File: src/source/mem_hub_pkg.sv
// Widths, timer register addresses and arbiter states shared by every block of the memory hub

package mem_hub_pkg;

    // byte address on every port
    typedef logic [63:0] addr_t;

    // data word for RAM and timer, always written whole
    typedef logic [63:0] word_t;

    // instruction word returned to the fetch port
    typedef logic [31:0] inst_t;

    // request source tag carried through the queue
    typedef logic src_t;

    localparam src_t SRC_INST = 1'b0;
    localparam src_t SRC_DATA = 1'b1;

    // machine timer registers, decoded away from the RAM port
    localparam addr_t MTIME_ADDR    = 64'h0000_0000_0200_BFF8;
    localparam addr_t MTIMECMP_ADDR = 64'h0000_0000_0200_4000;

    // per-port state of the four-phase handshake
    typedef enum logic [1:0] {
        PORT_IDLE   = 2'd0,
        PORT_QUEUED = 2'd1,
        PORT_ACK    = 2'd2
    } port_state_e;

endpackage

File: src/source/clint_timer.sv
// Free-running 64-bit mtime with one compare register; the interrupt lags the registers by one cycle
`timescale 1ns/1ps

module clint_timer import mem_hub_pkg::*; (
    input  logic  clk,
    input  logic  i_rst_n,
    input  logic  i_wr_en,
    input  logic  i_wr_cmp,
    input  word_t i_wr_data,
    output word_t o_mtime,
    output word_t o_mtimecmp,
    output logic  o_intr
);

    logic wr_mtime;
    logic wr_mtimecmp;

    // select picks mtimecmp when high, mtime when low
    assign wr_mtime    = i_wr_en && !i_wr_cmp;
    assign wr_mtimecmp = i_wr_en && i_wr_cmp;

    // mtime counts every cycle, a write loads it exactly
    always_ff @(posedge clk) begin
        if (!i_rst_n) begin
            o_mtime <= '0;
        end else if (wr_mtime) begin
            o_mtime <= i_wr_data;
        end else begin
            o_mtime <= o_mtime + 64'd1;
        end
    end

    always_ff @(posedge clk) begin
        if (!i_rst_n) begin
            o_mtimecmp <= '0;
        end else if (wr_mtimecmp) begin
            o_mtimecmp <= i_wr_data;
        end
    end

    // both registers reset to zero, so the compare already holds after reset
    always_ff @(posedge clk) begin
        if (!i_rst_n) begin
            o_intr <= 1'b1;
        end else begin
            o_intr <= (o_mtime >= o_mtimecmp);
        end
    end

endmodule

File: src/source/mem_request_fifo.sv
// Circular request queue; FIFO_DEPTH must be at least 2 and need not be a power of two
`timescale 1ns/1ps

module mem_request_fifo import mem_hub_pkg::*; #(
    parameter int FIFO_DEPTH = 2
) (
    input  logic  clk,
    input  logic  i_rst_n,
    input  logic  i_push,
    input  src_t  i_src,
    input  logic  i_we,
    input  addr_t i_addr,
    input  word_t i_wdata,
    output logic  o_full,
    input  logic  i_pop,
    output logic  o_not_empty,
    output src_t  o_src,
    output logic  o_we,
    output addr_t o_addr,
    output word_t o_wdata
);

    localparam int PTR_W = $clog2(FIFO_DEPTH);
    localparam int CNT_W = $clog2(FIFO_DEPTH + 1);

    src_t             src_mem   [FIFO_DEPTH];
    logic             we_mem    [FIFO_DEPTH];
    addr_t            addr_mem  [FIFO_DEPTH];
    word_t            wdata_mem [FIFO_DEPTH];
    logic [PTR_W-1:0] wr_ptr;
    logic [PTR_W-1:0] rd_ptr;
    logic [CNT_W-1:0] count;
    logic             do_push;
    logic             do_pop;

    // wrap at the last slot
    function automatic logic [PTR_W-1:0] ptr_inc(logic [PTR_W-1:0] ptr);
        if (ptr == PTR_W'(FIFO_DEPTH - 1)) begin
            return '0;
        end
        return ptr + PTR_W'(1);
    endfunction

    assign o_full      = (count == CNT_W'(FIFO_DEPTH));
    assign o_not_empty = (count != '0);
    assign do_push     = i_push && !o_full;
    assign do_pop      = i_pop && o_not_empty;

    always_ff @(posedge clk) begin
        if (!i_rst_n) begin
            wr_ptr <= '0;
            rd_ptr <= '0;
            count  <= '0;
        end else begin
            if (do_push) begin
                wr_ptr <= ptr_inc(wr_ptr);
            end
            if (do_pop) begin
                rd_ptr <= ptr_inc(rd_ptr);
            end
            if (do_push && !do_pop) begin
                count <= count + CNT_W'(1);
            end else if (do_pop && !do_push) begin
                count <= count - CNT_W'(1);
            end
        end
    end

    always_ff @(posedge clk) begin
        if (do_push) begin
            src_mem[wr_ptr]   <= i_src;
            we_mem[wr_ptr]    <= i_we;
            addr_mem[wr_ptr]  <= i_addr;
            wdata_mem[wr_ptr] <= i_wdata;
        end
    end

    // head entry
    assign o_src   = src_mem[rd_ptr];
    assign o_we    = we_mem[rd_ptr];
    assign o_addr  = addr_mem[rd_ptr];
    assign o_wdata = wdata_mem[rd_ptr];

    a_no_overflow: assert property (@(posedge clk) disable iff (!i_rst_n)
        i_push |-> !o_full);
    a_no_underflow: assert property (@(posedge clk) disable iff (!i_rst_n)
        i_pop |-> o_not_empty);

endmodule

File: src/source/mem_bridge.sv
// Executes one queued request per cycle; RAM read data must be valid in the cycle its enable is high
`timescale 1ns/1ps

module mem_bridge import mem_hub_pkg::*; (
    input  logic  clk,
    input  logic  i_rst_n,
    input  logic  i_not_empty,
    input  src_t  i_src,
    input  logic  i_we,
    input  addr_t i_addr,
    input  word_t i_wdata,
    output logic  o_pop,
    output logic  o_read_inst_ena,
    output logic  o_read_ram_ena,
    output addr_t o_addr_outp,
    input  inst_t i_inst_data_in,
    input  word_t i_ram_data_in,
    output logic  o_write_ram_ena,
    output addr_t o_write_ram_addr,
    output word_t o_write_ram_data,
    output logic  o_resp_valid,
    output src_t  o_resp_src,
    output word_t o_resp_data,
    output logic  o_timer_intr
);

    logic  is_inst;
    logic  is_mtime;
    logic  is_mtimecmp;
    logic  is_timer;
    logic  timer_wr_en;
    word_t mtime;
    word_t mtimecmp;
    word_t rdata;

    // fetches always go to RAM, only data accesses see the timer
    assign is_inst     = (i_src == SRC_INST);
    assign is_mtime    = (i_addr == MTIME_ADDR);
    assign is_mtimecmp = (i_addr == MTIMECMP_ADDR);
    assign is_timer    = !is_inst && (is_mtime || is_mtimecmp);

    assign o_pop            = i_not_empty;
    assign o_read_inst_ena  = i_not_empty && is_inst;
    assign o_read_ram_ena   = i_not_empty && !is_inst && !is_timer && !i_we;
    assign o_write_ram_ena  = i_not_empty && !is_inst && !is_timer && i_we;
    assign o_addr_outp      = i_addr;
    assign o_write_ram_addr = i_addr;
    assign o_write_ram_data = i_wdata;
    assign timer_wr_en      = i_not_empty && is_timer && i_we;

    clint_timer timer0 (
        .clk        (clk),
        .i_rst_n    (i_rst_n),
        .i_wr_en    (timer_wr_en),
        .i_wr_cmp   (is_mtimecmp),
        .i_wr_data  (i_wdata),
        .o_mtime    (mtime),
        .o_mtimecmp (mtimecmp),
        .o_intr     (o_timer_intr)
    );

    // read data select
    always_comb begin
        if (is_inst) begin
            rdata = {32'b0, i_inst_data_in};
        end else if (is_mtime) begin
            rdata = mtime;
        end else if (is_mtimecmp) begin
            rdata = mtimecmp;
        end else begin
            rdata = i_ram_data_in;
        end
    end

    always_ff @(posedge clk) begin
        if (!i_rst_n) begin
            o_resp_valid <= 1'b0;
        end else begin
            o_resp_valid <= i_not_empty;
        end
    end

    // writes answer too, the data is simply ignored by the arbiter's client
    always_ff @(posedge clk) begin
        if (i_not_empty) begin
            o_resp_src  <= i_src;
            o_resp_data <= rdata;
        end
    end

endmodule

File: src/source/fetch_data_arbiter.sv
// One request at a time per client port; data wins a tie and only one push is in flight at once
`timescale 1ns/1ps

module fetch_data_arbiter import mem_hub_pkg::*; (
    input  logic  clk,
    input  logic  i_rst_n,
    input  logic  i_inst_req,
    input  addr_t i_inst_addr,
    output logic  o_inst_ack,
    output inst_t o_inst_data,
    input  logic  i_data_req,
    input  logic  i_data_we,
    input  addr_t i_data_addr,
    input  word_t i_data_wdata,
    output logic  o_data_ack,
    output word_t o_data_rdata,
    output logic  o_push,
    output src_t  o_push_src,
    output logic  o_push_we,
    output addr_t o_push_addr,
    output word_t o_push_wdata,
    input  logic  i_full,
    input  logic  i_resp_valid,
    input  src_t  i_resp_src,
    input  word_t i_resp_data
);

    port_state_e inst_state;
    port_state_e data_state;
    logic        can_push;
    logic        take_data;
    logic        take_inst;
    logic        inst_hit;
    logic        data_hit;

    function automatic port_state_e port_next(port_state_e cur, logic req, logic take,
                                              logic hit);
        port_state_e nxt;
        nxt = cur;
        case (cur)
            PORT_IDLE:   if (take) nxt = PORT_QUEUED;
            PORT_QUEUED: if (hit) nxt = PORT_ACK;
            PORT_ACK:    if (!req) nxt = PORT_IDLE;
            default:     nxt = PORT_IDLE;
        endcase
        return nxt;
    endfunction

    // full flag does not yet count a push still in flight, so wait for it to land
    assign can_push  = !o_push && !i_full;
    assign take_data = can_push && (data_state == PORT_IDLE) && i_data_req;
    assign take_inst = can_push && (inst_state == PORT_IDLE) && i_inst_req && !take_data;

    assign inst_hit = i_resp_valid && (i_resp_src == SRC_INST);
    assign data_hit = i_resp_valid && (i_resp_src == SRC_DATA);

    assign o_inst_ack = (inst_state == PORT_ACK);
    assign o_data_ack = (data_state == PORT_ACK);

    always_ff @(posedge clk) begin
        if (!i_rst_n) begin
            inst_state <= PORT_IDLE;
            data_state <= PORT_IDLE;
            o_push     <= 1'b0;
        end else begin
            inst_state <= port_next(inst_state, i_inst_req, take_inst, inst_hit);
            data_state <= port_next(data_state, i_data_req, take_data, data_hit);
            o_push     <= take_data || take_inst;
        end
    end

    // request fields, held until the next winner
    always_ff @(posedge clk) begin
        if (take_data) begin
            o_push_src   <= SRC_DATA;
            o_push_we    <= i_data_we;
            o_push_addr  <= i_data_addr;
            o_push_wdata <= i_data_wdata;
        end else if (take_inst) begin
            o_push_src   <= SRC_INST;
            o_push_we    <= 1'b0;
            o_push_addr  <= i_inst_addr;
            o_push_wdata <= '0;
        end
    end

    // read data held for the whole ack phase
    always_ff @(posedge clk) begin
        if (inst_hit) begin
            o_inst_data <= i_resp_data[31:0];
        end
        if (data_hit) begin
            o_data_rdata <= i_resp_data;
        end
    end

    // queue must always have room for a registered push
    a_push_not_full: assert property (@(posedge clk) disable iff (!i_rst_n)
        o_push |-> !i_full);

    // bridge answers only a port that is waiting on the queue
    a_inst_resp_queued: assert property (@(posedge clk) disable iff (!i_rst_n)
        inst_hit |-> inst_state == PORT_QUEUED);
    a_data_resp_queued: assert property (@(posedge clk) disable iff (!i_rst_n)
        data_hit |-> data_state == PORT_QUEUED);

endmodule

File: src/source/soc_mem_hub.sv
// Four-phase client ports with one request each at a time; full 64-bit writes only; FIFO_DEPTH >= 2
`timescale 1ns/1ps

module soc_mem_hub import mem_hub_pkg::*; #(
    parameter int FIFO_DEPTH = 2
) (
    input  logic  clk,
    input  logic  i_rst_n,
    // instruction fetch port
    input  logic  i_inst_req,
    input  addr_t i_inst_addr,
    output logic  o_inst_ack,
    output inst_t o_inst_data,
    // data port
    input  logic  i_data_req,
    input  logic  i_data_we,
    input  addr_t i_data_addr,
    input  word_t i_data_wdata,
    output logic  o_data_ack,
    output word_t o_data_rdata,
    // external RAM
    output logic  o_read_inst_ena,
    output logic  o_read_ram_ena,
    output addr_t o_addr_outp,
    input  inst_t i_inst_data_in,
    input  word_t i_ram_data_in,
    output logic  o_write_ram_ena,
    output addr_t o_write_ram_addr,
    output word_t o_write_ram_data,
    output logic  o_timer_intr
);

    logic  push;
    src_t  push_src;
    logic  push_we;
    addr_t push_addr;
    word_t push_wdata;
    logic  fifo_full;
    logic  pop;
    logic  not_empty;
    src_t  head_src;
    logic  head_we;
    addr_t head_addr;
    word_t head_wdata;
    logic  resp_valid;
    src_t  resp_src;
    word_t resp_data;

    fetch_data_arbiter arbiter0 (
        .clk          (clk),
        .i_rst_n      (i_rst_n),
        .i_inst_req   (i_inst_req),
        .i_inst_addr  (i_inst_addr),
        .o_inst_ack   (o_inst_ack),
        .o_inst_data  (o_inst_data),
        .i_data_req   (i_data_req),
        .i_data_we    (i_data_we),
        .i_data_addr  (i_data_addr),
        .i_data_wdata (i_data_wdata),
        .o_data_ack   (o_data_ack),
        .o_data_rdata (o_data_rdata),
        .o_push       (push),
        .o_push_src   (push_src),
        .o_push_we    (push_we),
        .o_push_addr  (push_addr),
        .o_push_wdata (push_wdata),
        .i_full       (fifo_full),
        .i_resp_valid (resp_valid),
        .i_resp_src   (resp_src),
        .i_resp_data  (resp_data)
    );

    mem_request_fifo #(
        .FIFO_DEPTH (FIFO_DEPTH)
    ) fifo0 (
        .clk         (clk),
        .i_rst_n     (i_rst_n),
        .i_push      (push),
        .i_src       (push_src),
        .i_we        (push_we),
        .i_addr      (push_addr),
        .i_wdata     (push_wdata),
        .o_full      (fifo_full),
        .i_pop       (pop),
        .o_not_empty (not_empty),
        .o_src       (head_src),
        .o_we        (head_we),
        .o_addr      (head_addr),
        .o_wdata     (head_wdata)
    );

    mem_bridge bridge0 (
        .clk              (clk),
        .i_rst_n          (i_rst_n),
        .i_not_empty      (not_empty),
        .i_src            (head_src),
        .i_we             (head_we),
        .i_addr           (head_addr),
        .i_wdata          (head_wdata),
        .o_pop            (pop),
        .o_read_inst_ena  (o_read_inst_ena),
        .o_read_ram_ena   (o_read_ram_ena),
        .o_addr_outp      (o_addr_outp),
        .i_inst_data_in   (i_inst_data_in),
        .i_ram_data_in    (i_ram_data_in),
        .o_write_ram_ena  (o_write_ram_ena),
        .o_write_ram_addr (o_write_ram_addr),
        .o_write_ram_data (o_write_ram_data),
        .o_resp_valid     (resp_valid),
        .o_resp_src       (resp_src),
        .o_resp_data      (resp_data),
        .o_timer_intr     (o_timer_intr)
    );

endmodule

File: config.mk
export PLATFORM = sky130hd
export DESIGN_NAME = soc_mem_hub
export DESIGN_NICKNAME = d
export VERILOG_FILES = /design/src/source/mem_hub_pkg.sv /design/src/source/clint_timer.sv /design/src/source/mem_request_fifo.sv /design/src/source/mem_bridge.sv /design/src/source/fetch_data_arbiter.sv /design/src/source/soc_mem_hub.sv
export SDC_FILE = /design/constraint.sdc
export NUM_CORES = 1
export LEC_CHECK = 0
export ABC_AREA = 1
export BUFFER_PORTS_ARGS = -buffer_cell sky130_fd_sc_hd__clkbuf_2
export CAP_MARGIN = 20
export CORE_MARGIN = 4
export CORE_UTILIZATION = 50
export DETAILED_ROUTE_END_ITERATION = 10
export GPL_TIMING_DRIVEN = 0
export PLACE_DENSITY = 0.73
export SYNTH_ARGS = -nofsm -noshare
export SYNTH_HDL_FRONTEND = slang
export SYNTH_SLANG_ARGS = --single-unit
File: constraint.sdc
create_clock -name clk -period 15 [get_ports clk]
set_input_delay 1.5 -clock clk [delete_from_list [all_inputs] [get_ports clk]]
set_output_delay 1.5 -clock clk [all_outputs]
set_load 0.03 [all_outputs]
Word-level counts from Yosys, hierarchy flattened. Memories as Yosys holds them, arrays and structs flattened. A register that Yosys moved wholly into a read port is not among the register bits. Index checks and enable logic that the tools add are counted.

Register bits: 430. Bits in writable memories: 260. Input port bits: 293. Output and inout bits: 294. Word-level logic and storage cells: 122. Memories: 4.

Add/sub/neg operators: 5. Magnitude comparators: 1. Equal/unequal tests: 13. Muxes and demuxes: 40. Bitwise logic cells: 2. Reductions and logical operators: 38.

Memories: fifo0.addr_mem (depth 2, width 64, rd ports 1, clocked after Yosys merged registers in 1, wr ports 1, RTL line mem_request_fifo.sv:28) `addr_t addr_mem [FIFO_DEPTH];`; fifo0.wdata_mem (depth 2, width 64, rd ports 1, clocked after Yosys merged registers in 1, wr ports 1, RTL line mem_request_fifo.sv:29) `word_t wdata_mem [FIFO_DEPTH];`; fifo0.src_mem (depth 2, width 1, rd ports 1, clocked after Yosys merged registers in 1, wr ports 1, RTL line mem_request_fifo.sv:26) `src_t src_mem [FIFO_DEPTH];`; fifo0.we_mem (depth 2, width 1, rd ports 1, clocked after Yosys merged registers in 1, wr ports 1, RTL line mem_request_fifo.sv:27) `logic we_mem [FIFO_DEPTH];`.

Operators by type and width (number): $mux 64 (7); $eq 64x26->1 const B (2); $add 64x1->64 const B (1); $ge 64x64->1 (1); $mux 32 (1); $mux 1 (22); $logic_and 1x1->1 (21); $mux 2 (8); $pmux 2 s3 (2); $logic_not 1->1 (8); $ne 2x1->1 const B (4); $eq 2x2->1 const B (3); $reduce_and 3->1 (2); $reduce_bool 2->1 (3); $eq 2x1->1 const B (2); $logic_not 2->1 (2); $ne 2x2->1 const B (2); $add 1x1->1 const B (2); $add 2x1->2 const B (1); $logic_or 1x1->1 (2); $not 1->1 (2); $sub 2x1->2 const B (1).

Longest topological paths before layout. Gate-level depths: netlist (run 1).

Word-level depth: 9. Depth in mapped cells: 18. Gate-level depth less buffers: 15.

By module. From an unflattened synthesis (run 1), not the netlist that was laid out.

Cell total of the unflattened synthesis: 3316. Area total of the unflattened synthesis: 33110.5 µm².

By module, submodules not included: mem_request_fifo (times used 1, cells an instance 441, area an instance 9648.0 µm², seq. area each 7907.6 µm²); fetch_data_arbiter (times used 1, cells an instance 609, area an instance 8541.9 µm², seq. area each 6876.6 µm²); clint_timer (times used 1, cells an instance 1292, area an instance 8379.3 µm², seq. area each 2582.5 µm²); mem_bridge (times used 1, cells an instance 974, area an instance 6541.3 µm², seq. area each 1971.9 µm²).

Least setup slack after synthesis (run 1). Ideal clock, no wire load.

Kind: register to register. Start point: reg fifo0.count[0]. End point: mem fifo0.addr_mem[1][0] (netlist name) (enable). Setup time: 623 ps. Arrival: 5946 ps. Data required time: 14377 ps. Slack: 8432 ps. Cell stages (with the launch flop): 3. Period minus slack after synthesis: 6568 ps. Cells stage by stage: dfxtp_1 > o21ai_0 > nor2_1.

Cells in the longest elaborated chain, start to end: 5.

RTL lines: start: declaration (RTL line mem_request_fifo.sv:32) `logic [CNT_W-1:0] count;`; start signal: assignment (RTL line mem_request_fifo.sv:62) `count <= count + CNT_W'(1);`; start signal: assignment (RTL line mem_request_fifo.sv:64) `count <= count - CNT_W'(1);`; $eq 2x2->1 (RTL line mem_request_fifo.sv:44) `assign o_full = (count == CNT_W'(FIFO_DEPTH));`; $logic_not 1->1 (RTL line mem_request_fifo.sv:46) `assign do_push = i_push && !o_full;`; $logic_and 1x1->1 (RTL line mem_request_fifo.sv:46); $mux 1 (RTL line mem_request_fifo.sv:70) `if (do_push) begin`; $mux 1 (not written as such) (RTL line mem_request_fifo.sv:73) `addr_mem[wr_ptr] <= i_addr;`; end: declaration (RTL line mem_request_fifo.sv:28).

Every way passes these cells.

==> results.yml, run 1 <==
timing:
  tightest_slew_ns: 1.10
  fin_crit_sh_pct: 38.4
  timing.hold.ws_ns: 0.417
  min_period_ns: 5.75
  fmax_mhz: 174
  finalMaxSlewViolations: 0
  setup_tns_ns: 0
  rsz0062_at_grt: "false"
  setup_viol: 0
  fin_skew_ns: 0.0270
  hold_viol: 0
  relSlewSlack_pct: 26.6
setup_path:
  crit_chain: "buf_2 > nand2_1 > nand2_1 > inv_1 > nand2_1 > nor2_1 > nand2_1 > nor2_4 > nand2_1 > inv_1 > nand2_1 > clkbuf_1 > nand2_1 > nor3b_1 > clkbuf_2"
  worst-path-max-fanout: 10
  critPathKind: "reg2out"
  worst_r2r_path_depth: 17
  endpoint: "o_read_ram_ena"
  reg2reg_slack_ns: 10.94
  slowest_delay_ns: 0.53
  required_ns: 13.50
  endpoint_kind: "primary output"
  start_kind: "flip-flop"
  timing.rr.end: "bridge0.o_resp_data[61]$_SDFFCE_PN0N_"
  crit_arrival_ns: 4.25
  crit_slowest_cell: "clkbuf_1"
  crit_path_frequent_cell: "nand2_1"
  crit_cells: 15
  crit_buf_inv: 5
  critical_path.top_delay_family: "simple AND/OR/NAND/NOR gates"
place:
  gp_congestion: 0.974
  placed_cell_area_sq_um: 36800
  dp.cells: 5131
  dp_hpwl_um: 78600
  io_buffers: 585
clocking:
  cts_tree: "built"
  ctsHtreeMaxLevel: 3
  cts_resized: 0
  post-cts-setup-buffer-count: 0
  cts_buffers: 75
  insertion_delay_ns: 0.63
  cts_sinks: 691
  cts-root-buf: "clkbuf_16"
  clockBufferDepth: 3
  cts.clk_slew.worst_paths_ns: 0.06
  ctsHoldBuffers: 0
floorplan:
  die_width_um: 263
  dieArea_sq_um: 69300
  pin_count: 587
  initial_core_util_pct: 50.5
  design.core.area_sq_um: 64500
  die_h_um: 263
  rows: 93
yosys:
  synthesis.nets: 4038
  synth_area_leaders: "edfxtp_1 (51%), nand2_1 (13%), dfxtp_1 (8.7%)"
  ys_ff_latch: 691
  synth_cell_types: 32
  yosysTopAreaCell: "edfxtp_1"
  seq_area_frac_synth_pct: 59.4
  synth_warnings: 0
  avgSynthCellArea_sq_um: 8.85
  syn_area_sq_um: 32600
  syn_inst: 3679
  synth_top_cell_area_share_pct: 50.7
layout:
  fin_nets: 4712
  syn_to_final_growth_pct: 21.1
  layout-drive-gt1-share_pct: 19.9
  fillers: 5610
  multi_input_area_sq_um: 10100
  seqCellArea_sq_um: 19300
  fin_cells: 5273
  stdcell_area_sq_um: 39400
power:
  p_per_area_nw_per_um2: 184
  p_clk_share_pct: 26.7
  sequentialPowerShare_pct: 39.4
  ir_drop_mv: 0.148
  leakagePower_nw: 18.4
  fin_total_pwr_mw: 7.24
  p_int_mw: 4.48
  switchingPower_mw: 2.76
  power_frac_comb_pct: 33.9
  switching_share_pct: 38.1
detailed_routing:
  drt-pass1-iter-count: 8
  wire_per_inst_um: 19.2
  drc_errors: 0
  drtIter0Drc: 2205
  ant_nets: 0
  via_per_inst: 5.05
  routed_wl_um: 101000
  num_vias: 26600
job:
  cap_violations: 0
run_status:
  status: "complete, no violations"
global_routing:
  grt_start_max_net_pins: 68
  grt_pass1_vias: 25800
  track_usage_pct: 28.6
  grt_remaining_overflow: 0
  antenna_found_initial: 14
  grt_pass1_wl_um: 151000
hold_path:
  hold_class: "reg2reg"
## metrics by stage
| step | util [%] | setup slack (ns) |
|---|---|---|
| finish | 61.2 | 9.25 |
| global route | 61.2 | 9.03 |
| CTS | 61.1 | 9.18 |
| detailed placement | 57.2 | 9.87 |
| global placement | 56.7 | 5.12 |
| floorplan | - | 8.43 |
## sequential cells by signal, summed over array words and instances (netlist names), 2 cells and up, named ones only
| signal | count |
|---|---|
| fifo0.addr_mem | 128 |
| bridge0.timer0.o_mtimecmp | 64 |
| bridge0.o_resp_data | 64 |
| fifo0.count | 2 |
| arbiter0.o_inst_data | 32 |
| arbiter0.o_data_rdata | 64 |
| fifo0.src_mem | 2 |
| bridge0.timer0.o_mtime | 64 |
| arbiter0.o_push_addr | 64 |
| fifo0.wdata_mem | 128 |
| arbiter0.data_state | 2 |
| fifo0.we_mem | 2 |
| arbiter0.inst_state | 2 |
| arbiter0.o_push_wdata | 64 |
## power groups by stage
stage               Combinational [mW]  Sequential [mW]  Clock [mW]
floorplan                         1.43             2.97           0
global placement                  2.37             2.94           0
detailed placement                2.45             2.89           0
CTS                               2.46             2.86        1.96
global route                      2.62             2.89        2.04
finish                            2.45             2.85        1.94
## synthesized netlist by cell type
cell,count
a21o_1,1
a21oi_1,48
a21oi_4,1
and3_1,1
and3b_1,1
buf_1,16
buf_2,42
buf_4,73
buf_6,8
clkbuf_1,64
dfxtp_1,141
edfxtp_1,550
ha_1,66
inv_1,537
inv_2,6
nand2_1,1157
nand2_2,1
nand3_1,210
nand4_1,35
nor2_1,419
nor2_2,1
nor2_4,4
nor3_1,29
nor3b_1,2
nor4_1,1
o211ai_1,2
o21ai_0,103
o21ai_1,92
or2_0,1
or2_2,28
xnor2_1,9
xor2_1,30
## logic make-up after synthesis
logic type / synth area share (%)
DFF: 59.4
adders and majority gates: 2.54
AOI/OAI and AO/OA: 3.86
and+or+nand+nor: 23.4
buffers and inverters: 9.79
xor gates and xnor gates: 1.05
## layer usage
metal	wire (um)	up-vias	share of wire, %	global-route usage (%)
met1	39600	12300	39	35.5
met3	7810	210	7.7	5.27
met2	49600	1094	49	49.4
met4	4290	10	4.2	11.8
met5	90	-	0.089	0
li1	-	13000	-	-
## worst min-delay path by stage
stage,start,endpoint,cells after the start
2_1_floorplan,bridge0.o_resp_data[32]$_SDFFCE_PN0N_,arbiter0.o_data_rdata[32]$_DFFE_PP_,0
3_3_place_gp,bridge0.o_resp_data[63]$_SDFFCE_PN0N_,arbiter0.o_data_rdata[63]$_DFFE_PP_,0
3_5_place_dp,bridge0.o_resp_data[42]$_SDFFCE_PN0N_,arbiter0.o_data_rdata[42]$_DFFE_PP_,0
4_1_cts,bridge0.o_resp_data[43]$_SDFFCE_PN0N_,arbiter0.o_data_rdata[43]$_DFFE_PP_,0
5_1_grt,bridge0.o_resp_data[38]$_SDFFCE_PN0N_,arbiter0.o_data_rdata[38]$_DFFE_PP_,0
6_report,bridge0.o_resp_data[38]$_SDFFCE_PN0N_,arbiter0.o_data_rdata[38]$_DFFE_PP_,0
## worst reg2reg max path, delay by kind of cell, from the launching register on
family / cells / cell delay (ns)
AND/OR/NAND/NOR: 11 / 2.44
buffers and inverters: 6 / 1.06
flip-flops: 1 / 0.34
## cell usage in the layout (no fill, tap or decap), types with 66 or more instances in the layout
cell	Yosys	final
clkbuf_1	64	75
nand3_1	210	210
o21ai_0	103	103
o21ai_1	92	92
clkbuf_16	0	78
inv_1	537	535
nand2_1	1157	1156
clkbuf_2	0	585
buf_4	73	73
ha_1	66	66
nor2_1	419	416
dfxtp_1	141	141
edfxtp_1	550	550
## final cells by class
cell class                 count  share of cell area (%)
sequential                   691                    49.0
multi-input combinational   2242                    25.5
timing repair buffer         597                    8.09
clock buffer                  93                    5.19
inverter                     543                    5.18
buffer                       203                    2.91
tap                          855                    2.71
clock inverter                40                    1.31
antenna                        9                  0.0571
Power figures use the tool's default switching activity.
==> run 2, diff against run 1 <==
clock period = 6 ns   (was 15 ns; I/O delays follow)
==> run 2 against run 1 <==
Compared with the run above:
- register-to-register slack worse by 9.1 ns
- sequential share of layout area is the same
- clock skew grew 0.00066 ns
- total power is 150% higher
- non-clock buffer count did not move
- utilization stayed put
- critical path depth is 2 lower
- final cell count hardly changed
- routed wire length fell by 0.31%
- critical path type unchanged
==> results.yml, run 2 (synthesis results as in run 1) <==
detailed_routing:
  ant_nets: 0
  drt-pass1-iter-count: 5
  drtIter0Drc: 2332
  via_per_inst: 5.00
  num_vias: 26400
  routed_wl_um: 101000
  drc_errors: 0
  wire_per_inst_um: 19.2
timing:
  fin_crit_sh_pct: 83.7
  hold_viol: 0
  min_period_ns: 5.02
  setup_ws_ns: 0.981
  finalMaxSlewViolations: 0
  fmax_mhz: 199
  timing.hold.ws_ns: 0.233
  tightest_slew_ns: 1.12
  setup_tns_ns: 0
  fin_skew_ns: 0.0277
  relSlewSlack_pct: 25.0
  rsz0062_at_grt: "false"
  setup_viol: 0
setup_path:
  start_kind: "flip-flop"
  endpoint_kind: "primary output"
  required_ns: 5.40
  worst-path-max-fanout: 10
  crit_arrival_ns: 4.42
  critPathKind: "reg2out"
power:
  leakagePower_nw: 18.4
  switchingPower_mw: 6.94
  sequentialPowerShare_pct: 39.3
  power_frac_comb_pct: 33.8
  fin_total_pwr_mw: 18.1
  ir_drop_mv: 0.346
  p_per_area_nw_per_um2: 459
  p_int_mw: 11.2
  p_clk_share_pct: 26.8
  switching_share_pct: 38.4
clocking:
  cts_tree: "built"
  clockBufferDepth: 3
  cts-root-buf: "clkbuf_16"
  ctsHoldBuffers: 0
  cts_buffers: 74
  cts.clk_slew.worst_paths_ns: 0.06
  post-cts-setup-buffer-count: 0
  cts_sinks: 691
  insertion_delay_ns: 0.63
  ctsHtreeMaxLevel: 3
  cts_resized: 0
floorplan:
  dieArea_sq_um: 69300
  die_width_um: 263
  pin_count: 587
  design.core.area_sq_um: 64500
  initial_core_util_pct: 50.5
  die_h_um: 263
  rows: 93
run_status:
  status: "complete, no violations"
place:
  gp_congestion: 0.978
  dp_hpwl_um: 78500
  dpl_worst_slack_ns: 1.68
  io_buffers: 585
layout:
  layout-drive-gt1-share_pct: 20.1
  multi_input_area_sq_um: 10100
  fillers: 5521
  fin_nets: 4711
  seqCellArea_sq_um: 19300
  final_common_cell: "nand2_1"
  finalCoreUtilization_pct: 61.2
  mostFrequentLayoutCells: "nand2_1 (1156), clkbuf_2 (585), edfxtp_1 (550), inv_1 (535), nor2_1 (416)"
  syn_to_final_growth_pct: 21.1
  reg_top3: "fifo0.addr_mem x128, fifo0.wdata_mem x128"
global_routing:
  grt_start_max_net_pins: 68
  antenna_found_initial: 13
  track_usage_pct: 28.4
  grt_pass1_wl_um: 150000
  grt_pass1_vias: 25600
  grt_remaining_overflow: 0
hold_path:
  hold_class: "in2reg"
job:
  cap_violations: 0
==> run 2: cell types whose count changed in the layout (fill, tap and decap cells not counted), sizes merged <==
| cell | delta |
|---|---|
| clkbuf | -4 |
| clkinv | -1 |
| clkinvlp | +4 |
| diode | -3 |
| inv | +6 |
==> run 2: area by class of cell <==
| type | count | area share [%] |
|---|---|---|
| antenna | 6 | 0.0381 |
| buffer | 203 | 2.91 |
| clock buffer | 89 | 5.02 |
| clock inverter | 49 | 1.53 |
| inverter | 543 | 5.18 |
| multi-input combinational | 2242 | 25.5 |
| sequential | 691 | 49.0 |
| tap | 855 | 2.71 |
| timing repair buffer | 597 | 8.07 |
==> run 2: path summary, 6_finish.rpt <==
path                                         startpoint                               endpoint  slack (ns)  cells after the start
hold / removal                          i_data_addr[12]     arbiter0.o_push_addr[12]$_DFFE_PP_        0.23                      3
hold reg to reg   bridge0.o_resp_data[51]$_SDFFCE_PN0N_    arbiter0.o_data_rdata[51]$_DFFE_PP_        0.42                      0
setup reg to reg                              flip-flop  bridge0.o_resp_data[61]$_SDFFCE_PN0N_        1.80                     17
setup / recovery                              flip-flop                         o_read_ram_ena        0.98                     13
==> run 2: through the flow <==
stage          cell area [sq um]  instances
6_report                   39400       5275
5_1_grt                    39400       5271
4_1_cts                    39400       5269
3_5_place_dp               36800       5131
3_3_place_gp               36600       5119
2_1_floorplan              32600       3679
==> run 2: layer usage <==
layer,global-route usage (%),part of all wire [%],vias up
met4,10.8,4.0,14
li1,-,-,13000
met1,35.1,39,12100
met2,50.0,49,1080
met3,4.87,7.6,223
met5,0,0.085,-
==> run 2: critical path: stages (launching register included) <==
cell      delay [ns]
dfxtp_1         0.34
buf_4           0.18
buf_6           0.16
o21ai_0         0.53
nor2_1          0.10
nand2_1         0.08
nor2_1          0.04
nand2_1         0.14
nor2_4          0.12
nand2_1         0.52
clkbuf_1        0.61
nand2_1         0.36
nor3b_1         0.32
clkbuf_2        0.28
==> run 2: power groups by stage <==
stage / combinational, mW / sequential [mW] / clock [mW]
floorplan: 3.59 / 7.40 / 0
global placement: 5.92 / 7.30 / 0
detailed placement: 6.11 / 7.21 / 0
CTS: 6.14 / 7.12 / 4.91
global route: 6.55 / 7.22 / 5.11
finish: 6.12 / 7.11 / 4.85
